`src/tartaruga_config.svh`:
```
`ifndef TARTARUGA_CONFIG_SVH
`define TARTARUGA_CONFIG_SVH

// data and address width
`define TARTARUGA_XLEN 32

// must stay a power of two
`define TARTARUGA_ROB_DEPTH 4

// instruction words
`define TARTARUGA_IMEM_DEPTH 64

`endif

```
`src/tartaruga_pkg.sv`:
```
`default_nettype none

`include "tartaruga_config.svh"

package tartaruga_pkg;

    typedef enum logic [3:0] {
        OP_ADD,
        OP_SUB,
        OP_AND,
        OP_OR,
        OP_XOR,
        OP_SLT,
        OP_LUI,
        OP_BEQ,
        OP_BNE,
        OP_NOP
    } alu_op_e;

    typedef logic [4:0] reg_addr_t;

    typedef logic [$clog2(`TARTARUGA_ROB_DEPTH)-1:0] rob_idx_t;

    typedef struct packed {
        logic [`TARTARUGA_XLEN-1:0] pc;
        alu_op_e                    op;
        reg_addr_t                  rs1;
        reg_addr_t                  rs2;
        reg_addr_t                  rd;
        logic                       we;
        logic                       use_imm;
        logic [`TARTARUGA_XLEN-1:0] imm;
        logic [`TARTARUGA_XLEN-1:0] br_off;
    } decoded_t;

endpackage

`default_nettype wire

```
`src/tartaruga_if.sv`:
```
`default_nettype none

`include "tartaruga_config.svh"


// result written back into the reorder buffer
interface complete_if;
    logic                       valid;
    tartaruga_pkg::rob_idx_t    rob_idx;
    logic [`TARTARUGA_XLEN-1:0] result;
    logic                       branch_taken;
    logic [`TARTARUGA_XLEN-1:0] target;

    modport master (output valid, rob_idx, result, branch_taken, target);
    modport slave (input valid, rob_idx, result, branch_taken, target);
endinterface

`default_nettype wire

```
`src/rob.sv`:
```
`default_nettype none

`include "tartaruga_config.svh"

module rob (
    input  logic                       clk_i,
    input  logic                       rstn_i,
    input  logic                       alloc_valid_i,
    input  tartaruga_pkg::decoded_t    alloc_decoded_i,
    output tartaruga_pkg::rob_idx_t    alloc_idx_o,
    output logic                       full_o,
    complete_if.slave                  complete,
    input  tartaruga_pkg::reg_addr_t   rs1_i,
    input  tartaruga_pkg::reg_addr_t   rs2_i,
    output logic                       hit1_o,
    output logic                       done1_o,
    output tartaruga_pkg::rob_idx_t    idx1_o,
    output logic [`TARTARUGA_XLEN-1:0] val1_o,
    output logic                       hit2_o,
    output logic                       done2_o,
    output tartaruga_pkg::rob_idx_t    idx2_o,
    output logic [`TARTARUGA_XLEN-1:0] val2_o,
    output logic                       flush_o,
    output logic [`TARTARUGA_XLEN-1:0] flush_pc_o,
    output logic                       commit_valid_o,
    output logic [`TARTARUGA_XLEN-1:0] commit_pc_o,
    output tartaruga_pkg::reg_addr_t   commit_rd_o,
    output logic                       commit_we_o,
    output logic [`TARTARUGA_XLEN-1:0] commit_result_o
);
    localparam int DEPTH = `TARTARUGA_ROB_DEPTH;
    localparam int CW    = $clog2(DEPTH) + 1;

    logic [`TARTARUGA_XLEN-1:0] pc_q     [DEPTH];
    tartaruga_pkg::reg_addr_t   rd_q     [DEPTH];
    logic                       we_q     [DEPTH];
    logic [`TARTARUGA_XLEN-1:0] result_q [DEPTH];
    logic                       taken_q  [DEPTH];
    logic [`TARTARUGA_XLEN-1:0] target_q [DEPTH];
    logic [DEPTH-1:0]           done_q;
    tartaruga_pkg::rob_idx_t    head_q;
    tartaruga_pkg::rob_idx_t    tail_q;
    logic [CW-1:0]              count_q;
    logic                       commit;

    // walk oldest to youngest so the last match is the newest writer
    function automatic void lookup(
        input  tartaruga_pkg::reg_addr_t   rs,
        output logic                       hit,
        output logic                       done,
        output tartaruga_pkg::rob_idx_t    idx,
        output logic [`TARTARUGA_XLEN-1:0] val
    );
        tartaruga_pkg::rob_idx_t slot;
        hit  = 1'b0;
        done = 1'b0;
        idx  = '0;
        val  = '0;
        for (int i = 0; i < DEPTH; i++) begin
            slot = head_q + tartaruga_pkg::rob_idx_t'(i);
            if (CW'(i) < count_q && we_q[slot] && rd_q[slot] == rs) begin
                hit  = 1'b1;
                done = done_q[slot];
                idx  = slot;
                val  = result_q[slot];
            end
        end
    endfunction

    always_comb begin
        lookup(rs1_i, hit1_o, done1_o, idx1_o, val1_o);
        lookup(rs2_i, hit2_o, done2_o, idx2_o, val2_o);
    end

    assign alloc_idx_o = tail_q;
    assign full_o      = count_q == CW'(DEPTH);

    // head leaves once its result is in
    assign commit          = (count_q != '0) && done_q[head_q];
    assign commit_valid_o  = commit;
    assign commit_pc_o     = pc_q[head_q];
    assign commit_rd_o     = rd_q[head_q];
    assign commit_we_o     = commit && we_q[head_q];
    assign commit_result_o = result_q[head_q];
    assign flush_o         = commit && taken_q[head_q];
    assign flush_pc_o      = target_q[head_q];

    always_ff @(posedge clk_i) begin
        if (!rstn_i || flush_o) begin
            head_q  <= '0;
            tail_q  <= '0;
            count_q <= '0;
            done_q  <= '0;
        end else begin
            if (alloc_valid_i) begin
                done_q[tail_q] <= 1'b0;
                tail_q         <= tail_q + 1'b1;
            end
            if (complete.valid) begin
                done_q[complete.rob_idx] <= 1'b1;
            end
            if (commit) begin
                head_q <= head_q + 1'b1;
            end
            count_q <= count_q + CW'(alloc_valid_i) - CW'(commit);
        end
    end

    always_ff @(posedge clk_i) begin
        if (alloc_valid_i) begin
            pc_q[tail_q] <= alloc_decoded_i.pc;
            rd_q[tail_q] <= alloc_decoded_i.rd;
            we_q[tail_q] <= alloc_decoded_i.we;
        end
        if (complete.valid) begin
            result_q[complete.rob_idx] <= complete.result;
            taken_q[complete.rob_idx]  <= complete.branch_taken;
            target_q[complete.rob_idx] <= complete.target;
        end
    end

endmodule

`default_nettype wire

```
`src/flat_wrapper.sv`:
```
// flat-port wrapper written by rule: the top's interface ports become plain ports
module rob_flat 
  (clk_i, rstn_i, alloc_valid_i, alloc_decoded_i, alloc_idx_o, full_o, rs1_i, rs2_i, hit1_o, done1_o, idx1_o, val1_o, hit2_o, done2_o, idx2_o, val2_o, flush_o, flush_pc_o, commit_valid_o, commit_pc_o, commit_rd_o, commit_we_o, commit_result_o, complete_valid, complete_rob_idx, complete_result, complete_branch_taken, complete_target);
  complete_if complete_i ();
  input  logic clk_i;
  input  logic rstn_i;
  input  logic alloc_valid_i;
  input  tartaruga_pkg::decoded_t alloc_decoded_i;
  output tartaruga_pkg::rob_idx_t alloc_idx_o;
  output logic full_o;
  input  tartaruga_pkg::reg_addr_t rs1_i;
  input  tartaruga_pkg::reg_addr_t rs2_i;
  output logic hit1_o;
  output logic done1_o;
  output tartaruga_pkg::rob_idx_t idx1_o;
  output logic [`TARTARUGA_XLEN-1:0] val1_o;
  output logic hit2_o;
  output logic done2_o;
  output tartaruga_pkg::rob_idx_t idx2_o;
  output logic [`TARTARUGA_XLEN-1:0] val2_o;
  output logic flush_o;
  output logic [`TARTARUGA_XLEN-1:0] flush_pc_o;
  output logic commit_valid_o;
  output logic [`TARTARUGA_XLEN-1:0] commit_pc_o;
  output tartaruga_pkg::reg_addr_t commit_rd_o;
  output logic commit_we_o;
  output logic [`TARTARUGA_XLEN-1:0] commit_result_o;
  input wire logic [$bits(complete_i.valid)-1:0] complete_valid;
  input wire logic [$bits(complete_i.rob_idx)-1:0] complete_rob_idx;
  input wire logic [$bits(complete_i.result)-1:0] complete_result;
  input wire logic [$bits(complete_i.branch_taken)-1:0] complete_branch_taken;
  input wire logic [$bits(complete_i.target)-1:0] complete_target;
  assign complete_i.valid = complete_valid;
  assign complete_i.rob_idx = complete_rob_idx;
  assign complete_i.result = complete_result;
  assign complete_i.branch_taken = complete_branch_taken;
  assign complete_i.target = complete_target;
  rob u_core (.clk_i(clk_i), .rstn_i(rstn_i), .alloc_valid_i(alloc_valid_i), .alloc_decoded_i(alloc_decoded_i), .alloc_idx_o(alloc_idx_o), .full_o(full_o), .complete(complete_i), .rs1_i(rs1_i), .rs2_i(rs2_i), .hit1_o(hit1_o), .done1_o(done1_o), .idx1_o(idx1_o), .val1_o(val1_o), .hit2_o(hit2_o), .done2_o(done2_o), .idx2_o(idx2_o), .val2_o(val2_o), .flush_o(flush_o), .flush_pc_o(flush_pc_o), .commit_valid_o(commit_valid_o), .commit_pc_o(commit_pc_o), .commit_rd_o(commit_rd_o), .commit_we_o(commit_we_o), .commit_result_o(commit_result_o));
endmodule
```
`config.mk`:
```
export PLATFORM = sky130hd
export DESIGN_NAME = rob_flat
export DESIGN_NICKNAME = d
export VERILOG_FILES = /design/src/tartaruga_pkg.sv /design/src/tartaruga_if.sv /design/src/rob.sv /design/src/flat_wrapper.sv
export VERILOG_INCLUDE_DIRS = /design/src
export SDC_FILE = /design/constraint.sdc
export NUM_CORES = 1
export LEC_CHECK = 0
export CORE_ASPECT_RATIO = 1.2
export CORE_MARGIN = 2
export CORE_UTILIZATION = 60
export DETAILED_ROUTE_END_ITERATION = 6
export DONT_BUFFER_PORTS = 1
export MAX_ROUTING_LAYER = met4
export PLACE_DENSITY = 0.81
export SKIP_LAST_GASP = 1
export SLEW_MARGIN = 15
export SYNTH_ARGS = -nofsm -noshare
export SYNTH_HDL_FRONTEND = slang
export SYNTH_SLANG_ARGS = --single-unit
```
`constraint.sdc`:
```
create_clock -name clk_i -period 11.11 [get_ports clk_i]
set_clock_uncertainty 0.15 [all_clocks]
set_input_delay 1.6665 -clock clk_i [delete_from_list [all_inputs] [get_ports clk_i]]
set_output_delay 1.6665 -clock clk_i [all_outputs]
set_load 0.02 [all_outputs]
```
Word-level counts from Yosys, hierarchy flattened
Memories as Yosys holds them, arrays and structs flattened. A register that Yosys moved wholly into a read port is not among the register bits.
Cells that the tools add are included.
- output and inout bits: 179
- logic and storage cells: 123
- memories kept: 6
- bits of input ports: 198
- memory bits (writable): 412
- register bits: 11
- memories (memory ; words ; width ; rd ports ; clocked after memory_dff ; write ports ; line ; RTL):
    u_core.pc_q ; 4 ; 32 ; 1 ; 1 ; 1 ; rob.sv:34 ; logic [`TARTARUGA_XLEN-1:0] pc_q [DEPTH];
    u_core.result_q ; 4 ; 32 ; 4 ; 1 ; 1 ; rob.sv:37 ; logic [`TARTARUGA_XLEN-1:0] result_q [DEPTH];
    u_core.target_q ; 4 ; 32 ; 1 ; 1 ; 1 ; rob.sv:39 ; logic [`TARTARUGA_XLEN-1:0] target_q [DEPTH];
    u_core.rd_q ; 4 ; 5 ; 4 ; 1 ; 1 ; rob.sv:35 ; tartaruga_pkg::reg_addr_t rd_q [DEPTH];
    u_core.taken_q ; 4 ; 1 ; 1 ; 1 ; 1 ; rob.sv:38 ; logic taken_q [DEPTH];
    u_core.we_q ; 4 ; 1 ; 4 ; 1 ; 1 ; rob.sv:36 ; logic we_q [DEPTH];
- multiplexer cells: 63
- $add $sub $neg: 6
- reduce and logical (&&, ||, !) cells: 20
- bitwise gates (word level): 3
- eq/ne operators: 9
- magnitude comparators: 12
- operator list (operator ; count):
    $mux W32 ; 8
    $eq A5 B5 Y1 ; 8
    $mux W2 ; 20
    $mux W1 ; 26
    $lt A2 B3 Y1 const B ; 6
    $logic_and A1 B1 Y1 ; 17
    $mux W4 ; 3
    $bmux W1 S2 ; 4
    $lt A1 B3 Y1 const A ; 2
    $lt A2 B3 Y1 const A ; 2
    $add A2 B1 Y2 const B ; 2
    $add A2 B2 Y2 const B ; 2
    $and A4 B4 Y4 ; 1
    $demux W1 S2 ; 2
    $ge A2 B1 Y1 const B ; 2
    $not A4 Y4 ; 1
    $or A4 B4 Y4 ; 1
    $add A3 B1 Y3 ; 1
    $eq A3 B3 Y1 const B ; 1
    $reduce_bool A3 Y1 ; 1
    $sub A3 B1 Y3 ; 1
    $logic_not A1 Y1 ; 1
    $logic_or A1 B1 Y1 ; 1

Longest topological paths before layout
Gate-level depths: netlist of the first run.
- word-level depth: 10
- depth in mapped cells: 12
- mapped depth without buffers: 9

Least setup slack after synthesis of the first run
OpenSTA, ideal clock, no wires.
- path kind: input to register
- start point: in complete_rob_idx[1]
- end point: mem u_core.result_q[0][0] (netlist name), enable pin
- data required time: 10.375 ns
- library setup time: 0.585 ns
- arrival time: 6.493 ns
- slack: 3.882 ns
- stages on the path: 1
- buffers on the path: 0
- cell sequence: nor3b_1
- RTL lines (what ; line ; RTL):
    start: declaration ; flat_wrapper.sv:29 ; input wire logic [$bits(complete_i.rob_idx)-1:0] complete_rob_idx;
    end: declaration ; rob.sv:37 ;
No word-level cell before the write port.

==> impl_metrics.toml, run 1 <==
[synth]
synth_ff_type = "edfxtp_1"
yosys-top-cells-area = "edfxtp_1 (60%), mux4_2 (20%), a22oi_1 (2.0%)"
synth_edf_count = 412
synth.avg_cell_area_um2 = 17.1
synth_area_um2 = 20500
ys_seq_area_frac = 0.615
synth_warnings = 0
synthesis.nets = 1407
synth_top_area_share = 0.602
netlist-cell-type-count = 51
ys_async_sr_fraction = 0
synth_seq_cells = 425
synth_area_leader_cell = "edfxtp_1"
syn_inst = 1200

[clock_network]
clk_path_buf_depth = 3
cts.htree.levels = 2
cts_resized = 0
cts_root_buf = "clkbuf_16"
cts_tree = "built"
cts_buffers = 40
insertion_delay_ps = 540
clk_transition_reported_paths_ps = 60
cts_hold_buf = 0
cts_setup_buffers = 0
cts.sinks = 425

[global_routing]
grt_first_pass_wirelength_um = 71500
gr-total-overflow = 0
grt_pass1_vias = 11800
grt_max_degree = 81
antenna_found_initial = 1
grtUsageTotal = 0.273

[place]
dp.final_hpwl_um = 28800
gp_congestion = 0.905
port_buffers = 0

[layout]
nets = 1378
num_antenna_cells = 0
multiInputGateArea_um2 = 7460
area_growth_syn_to_layout_pct = 7.87
utilization = 0.654
seq_area_um2 = 12600
num-fill-cells = 2287
final_common_cell = "edfxtp_1"
drive_above_1_share = 0.256
layout_common_cells = "edfxtp_1 (412), mux4_2 (187), nand2_1 (63)"

[timing]
hold_viol_final = 0
final.setup.tns_ps = 0
drv_slew = 0
setup_viol = 0
hold_ws_ps = 380
post-route-min-period_ps = 7180
fmax_mhz = 139
tightest_slew_ps = 1150
relSlewSlack = 0.229
rsz0062_at_grt = "false"
period_share = 0.646

[setup_path]
cp.arrival_ps = 5360
cp.required_ps = 9290
crit_buf_inv = 1
cp_cell_sequence = "buf_4 > mux4_2 > xor2_1 > nor4_2 > nand3_1 > nor2_2 > a22oi_1 > a221oi_1"
cpMaxStageDelayCell = "a221oi_1"
critPathLaunchType = "flip-flop"
cpPeakStageDelay_ps = 950
critPathKind = "flip-flop to output port"
timing.rr.start = "u_core.head_q[1]"
worstPathMaxFanout = 52
endpoint_kind = "output port"
crit_family = "simple AND/OR/NAND/NOR gates"

[job]
max-cap-violations = 0

[drt]
drcViolationCount = 0
postRouteAntennaNets = 0
first_pass_iters = 5
dr_total_vias = 11800
drt_wl_total_um = 47600
via_per_inst = 7.10
post_drt_wl_per_cell_um = 28.8
drt_iter0_drc = 1236

[power_and_ir_drop]
worst_ir_drop_vdd_uv = 236
p_total_mw = 3.60
leakagePower_nw = 6.57
p_per_area_nw_per_um2 = 162

[min_path]
min_from = "u_core.done_q[1]"
hp-class = "flip-flop to flip-flop"

[outcome]
status = "complete, no violations"

[floorplanning]
dieArea_um2 = 35700
rows = 74
core_um2 = 33900
die_h_um = 207
io_pins = 377
initial_utilization = 0.606
die_x_um = 173
==> kinds of logic (layout without fill, tap and decap cells) <==
family	after synthesis	in the layout	synth area share
buf+inv	109	109	0.0246
flops	425	425	0.615
xor+xnor	44	44	0.0188
simple gates	168	168	0.0395
fa+ha+maj	9	9	0.00585
mux	230	230	0.227
compound gates	215	215	0.0695
==> worst register-to-register path: stages, from the launching register on <==
cell and delay (ps):
dfxtp_4 670, inv_1 140, buf_4 290, mux2i_1 380, o31a_1 540, ha_1 330
inv_1 60, ha_1 170, fa_1 430, and3_1 170
==> Yosys cell counts (2+ instances only) <==
library cell	number
buf_4	5
nand3_1	20
o21ai_0	34
inv_1	13
nor2_1	44
o31ai_1	3
mux4_2	187
mux2_2	17
clkbuf_1	42
o22a_1	3
nor3_1	5
and2_1	2
nand2_1	63
nor3b_1	6
a221o_1	18
a22oi_1	54
nand2b_1	3
o31a_1	2
nor2b_1	2
ha_1	8
xor2_1	12
and3_1	3
buf_2	32
mux2i_1	26
o21ai_1	21
edfxtp_1	412
buf_1	11
nor4_2	2
a21oi_1	44
nand4_1	5
or2_2	2
buf_6	5
a211oi_1	4
dfxtp_1	13
nor2_2	3
xnor2_1	32
o22ai_1	11
a221oi_1	18
==> layer usage <==
layer  routed length [µm]  GRT usage
met5                    0          -
met4                 1290     0.0881
met3                 5640     0.0941
met2                24300      0.449
met1                16400      0.320
==> cell type report <==
type / count / area share
Timing Repair Buffer: 24 / 0.00813
Inverter: 14 / 0.00237
Tap cell: 456 / 0.0257
Clock inverter: 25 / 0.0102
Multi-Input combinational cell: 666 / 0.337
Clock buffer: 46 / 0.0462
Sequential cell: 425 / 0.571
==> report_power, final <==
group	internal, mW	switching, mW
Clock	0.737	0.565
Sequential	1.85	0.0469
Combinational	0.158	0.244
==> metrics by stage <==
stage	setup WS, ps	std cells	area, µm²
after floorplan	3880	1200	20500
after global placement	4450	1585	20900
after detailed placement	4440	1585	20900
after CTS	3900	1656	22200
after global routing	3540	1656	22200
final	3930	1656	22200
==> sequential cells by signal, summed over array words and instances, names as in the netlist, named ones only <==
name and flops:
u_core.taken_q 4, u_core.done_q 4, u_core.pc_q 128, u_core.head_q 2, u_core.we_q 4, u_core.count_q 3
u_core.target_q 128, u_core.alloc_idx_o 2, u_core.result_q 128, u_core.rd_q 20
==> final timing paths <==
path	endpoint	slack (ps)	depth (start not counted)
max	val2_o[0]	3930	8
min	u_core.done_q[1]	380	2
max reg2reg	u_core.count_q[1]	7660	9
min reg2reg	u_core.done_q[1]	380	2
Power figures use the tool's default switching activity.
==> run 2, diff against run 1 <==
--- a/config.mk
+++ b/config.mk
@@ -8,7 +8,7 @@
 export LEC_CHECK = 0
 export CORE_ASPECT_RATIO = 1.2
 export CORE_MARGIN = 2
-export CORE_UTILIZATION = 60
+export CORE_UTILIZATION = 58
 export DETAILED_ROUTE_END_ITERATION = 6
 export DONT_BUFFER_PORTS = 1
 export MAX_ROUTING_LAYER = met4
==> constraint.sdc (replaced) <==
create_clock -name clk_i -period 6.2 [get_ports clk_i]
set_clock_uncertainty 0.15 [all_clocks]
set_input_delay 0.93 -clock clk_i [delete_from_list [all_inputs] [get_ports clk_i]]
set_output_delay 0.93 -clock clk_i [all_outputs]
set_load 0.02 [all_outputs]
==> run 2 against run 1 <==
- power increased by 80%
- die area rose by 3.4%
- wire length shrank 0.42%
- global-route usage is 0.80 points lower
- via count is 1.1% lower
- sequential cell count unchanged
- largest cell class unchanged
==> impl_metrics.toml, run 2 (synthesis results as in run 1) <==
[setup_path]
worst_path_most_repeated_cell = "nand2_1"
endpoint_kind = "output port"
critPathKind = "flip-flop to output port"
crit_buf_inv = 0
cp_cell_sequence = "mux4_2 > xnor2_1 > nand2_1 > or4_1 > nand2_1 > nor2_1 > a221oi_1"
cpPeakStageDelay_ps = 910
critPathLaunchType = "flip-flop"
cpMaxStageDelayCell = "dfxtp_4"
cp.required_ps = 5120
r2r_slack_ps = 2510
crit_family = "simple AND/OR/NAND/NOR gates"
cp.arrival_ps = 4540
worstPathMaxFanout = 68

[timing]
drv_slew = 0
rsz0062_at_grt = "false"
layout_setup_ws_ps = 582
fmax_mhz = 178
final.setup.tns_ps = 0
hold_viol_final = 0
post-route-min-period_ps = 5620
hold_ws_ps = 327
tightest_slew_ps = 1230
setup_viol = 0
relSlewSlack = 0.176
period_share = 0.906

[drt]
via_per_inst = 6.99
drt_wl_total_um = 47400
dr_total_vias = 11600
post_drt_wl_per_cell_um = 28.5
drt_iter0_drc = 1028
postRouteAntennaNets = 0
drcViolationCount = 0
first_pass_iters = 6

[clock_network]
cts.htree.levels = 2
cts_tree = "built"
cts_resized = 0
cts_hold_buf = 0
cts_buffers = 39
cts.sinks = 425
cts_root_buf = "clkbuf_16"
clk_transition_reported_paths_ps = 70
clk_path_buf_depth = 3
insertion_delay_ps = 540
cts_setup_buffers = 0

[global_routing]
grtUsageMet1 = 0.300
grt.busiest_layer = "met2"
grt_pass1_vias = 12000
grt_first_pass_wirelength_um = 71300
use_met3 = 0.0952
met2_usage = 0.444
grt_max_degree = 73
antenna_found_initial = 0
grtUsageTotal = 0.265
gr-total-overflow = 0

[outcome]
status = "complete, no violations"

[layout]
layout_common_cells = "edfxtp_1 (412), mux4_2 (187), nand2_1 (63)"
nets = 1381
seq_area_um2 = 12600
area_growth_syn_to_layout_pct = 8.35
top_regs = "u_core.pc_q: 128 flops, u_core.result_q: 128 flops, u_core.target_q: 128 flops"
num_antenna_cells = 0
final_common_cell = "edfxtp_1"
multiInputGateArea_um2 = 7470
num-fill-cells = 2372
utilization = 0.638
drive_above_1_share = 0.259

[power_and_ir_drop]
leakagePower_nw = 6.61
pwr-share-comb = 0.111
p_per_area_nw_per_um2 = 292
p_total_mw = 6.50
clockPowerShare = 0.366
worst_ir_drop_vdd_uv = 276
power_switching_mw = 1.54
seqPwrFrac = 0.523
intPower_mw = 4.96
switching_share = 0.237

[floorplanning]
io_pins = 377
core_um2 = 34900
initial_utilization = 0.589
die_x_um = 176
dieArea_um2 = 37000
rows = 75
die_h_um = 210

[min_path]
hp-class = "primary input to flip-flop"

[place]
port_buffers = 0
gp_congestion = 0.915
dp.final_hpwl_um = 30000
dpl_worst_slack_ps = 1010

[job]
max-cap-violations = 0
run 2: per-layer routing:
layer  wire length, µm  vias to the layer above
met5                 0                        -
li1                  -                     4950
met1             16400                     6035
met3              5250                       93
met4              1340                        0
met2             24400                      553
run 2: cell type report:
class,count,area share
clock buffer,47,0.0461
clock inverter,23,0.0108
inverter,14,0.00236
multi-input combinational,666,0.336
sequential,425,0.568
tap,462,0.0260
timing repair buffer,28,0.0111
run 2: per-stage QoR:
step	instance area, µm²	std cells
floorplan	20600	1200
global placement	20900	1592
detailed placement	21000	1593
CTS	22200	1663
global route	22300	1665
finish	22300	1665
run 2: final timing paths:
kind / cells past startpoint / startpoint / end
worst max-delay path: 7 / u_core.head_q[1] / val2_o[31]
worst min-delay path: 0 / alloc_decoded_i[103] / u_core.pc_q[3][18]
worst max register to register: 9 / u_core.head_q[1] / u_core.count_q[1]
worst min register to register: 2 / u_core.done_q[3] / u_core.done_q[3]
run 2: worst register-to-register path, cell delays in order, from the launching register on:
cell     delay, ps
dfxtp_4        910
inv_1          170
buf_4          320
mux2i_1        430
o31a_1         490
ha_1           310
inv_1           60
ha_1           160
fa_1           420
and3_1         170
run 2: power groups by stage:
stage / Sequential (mW) / Combinational, mW / Clock, mW
after global placement: 3.45 / 0.700 / 0
after detailed placement: 3.47 / 0.709 / 0
after global routing: 3.41 / 0.771 / 2.51
after CTS: 3.41 / 0.712 / 2.40
final: 3.40 / 0.723 / 2.38
after floorplan: 3.42 / 0.608 / 0
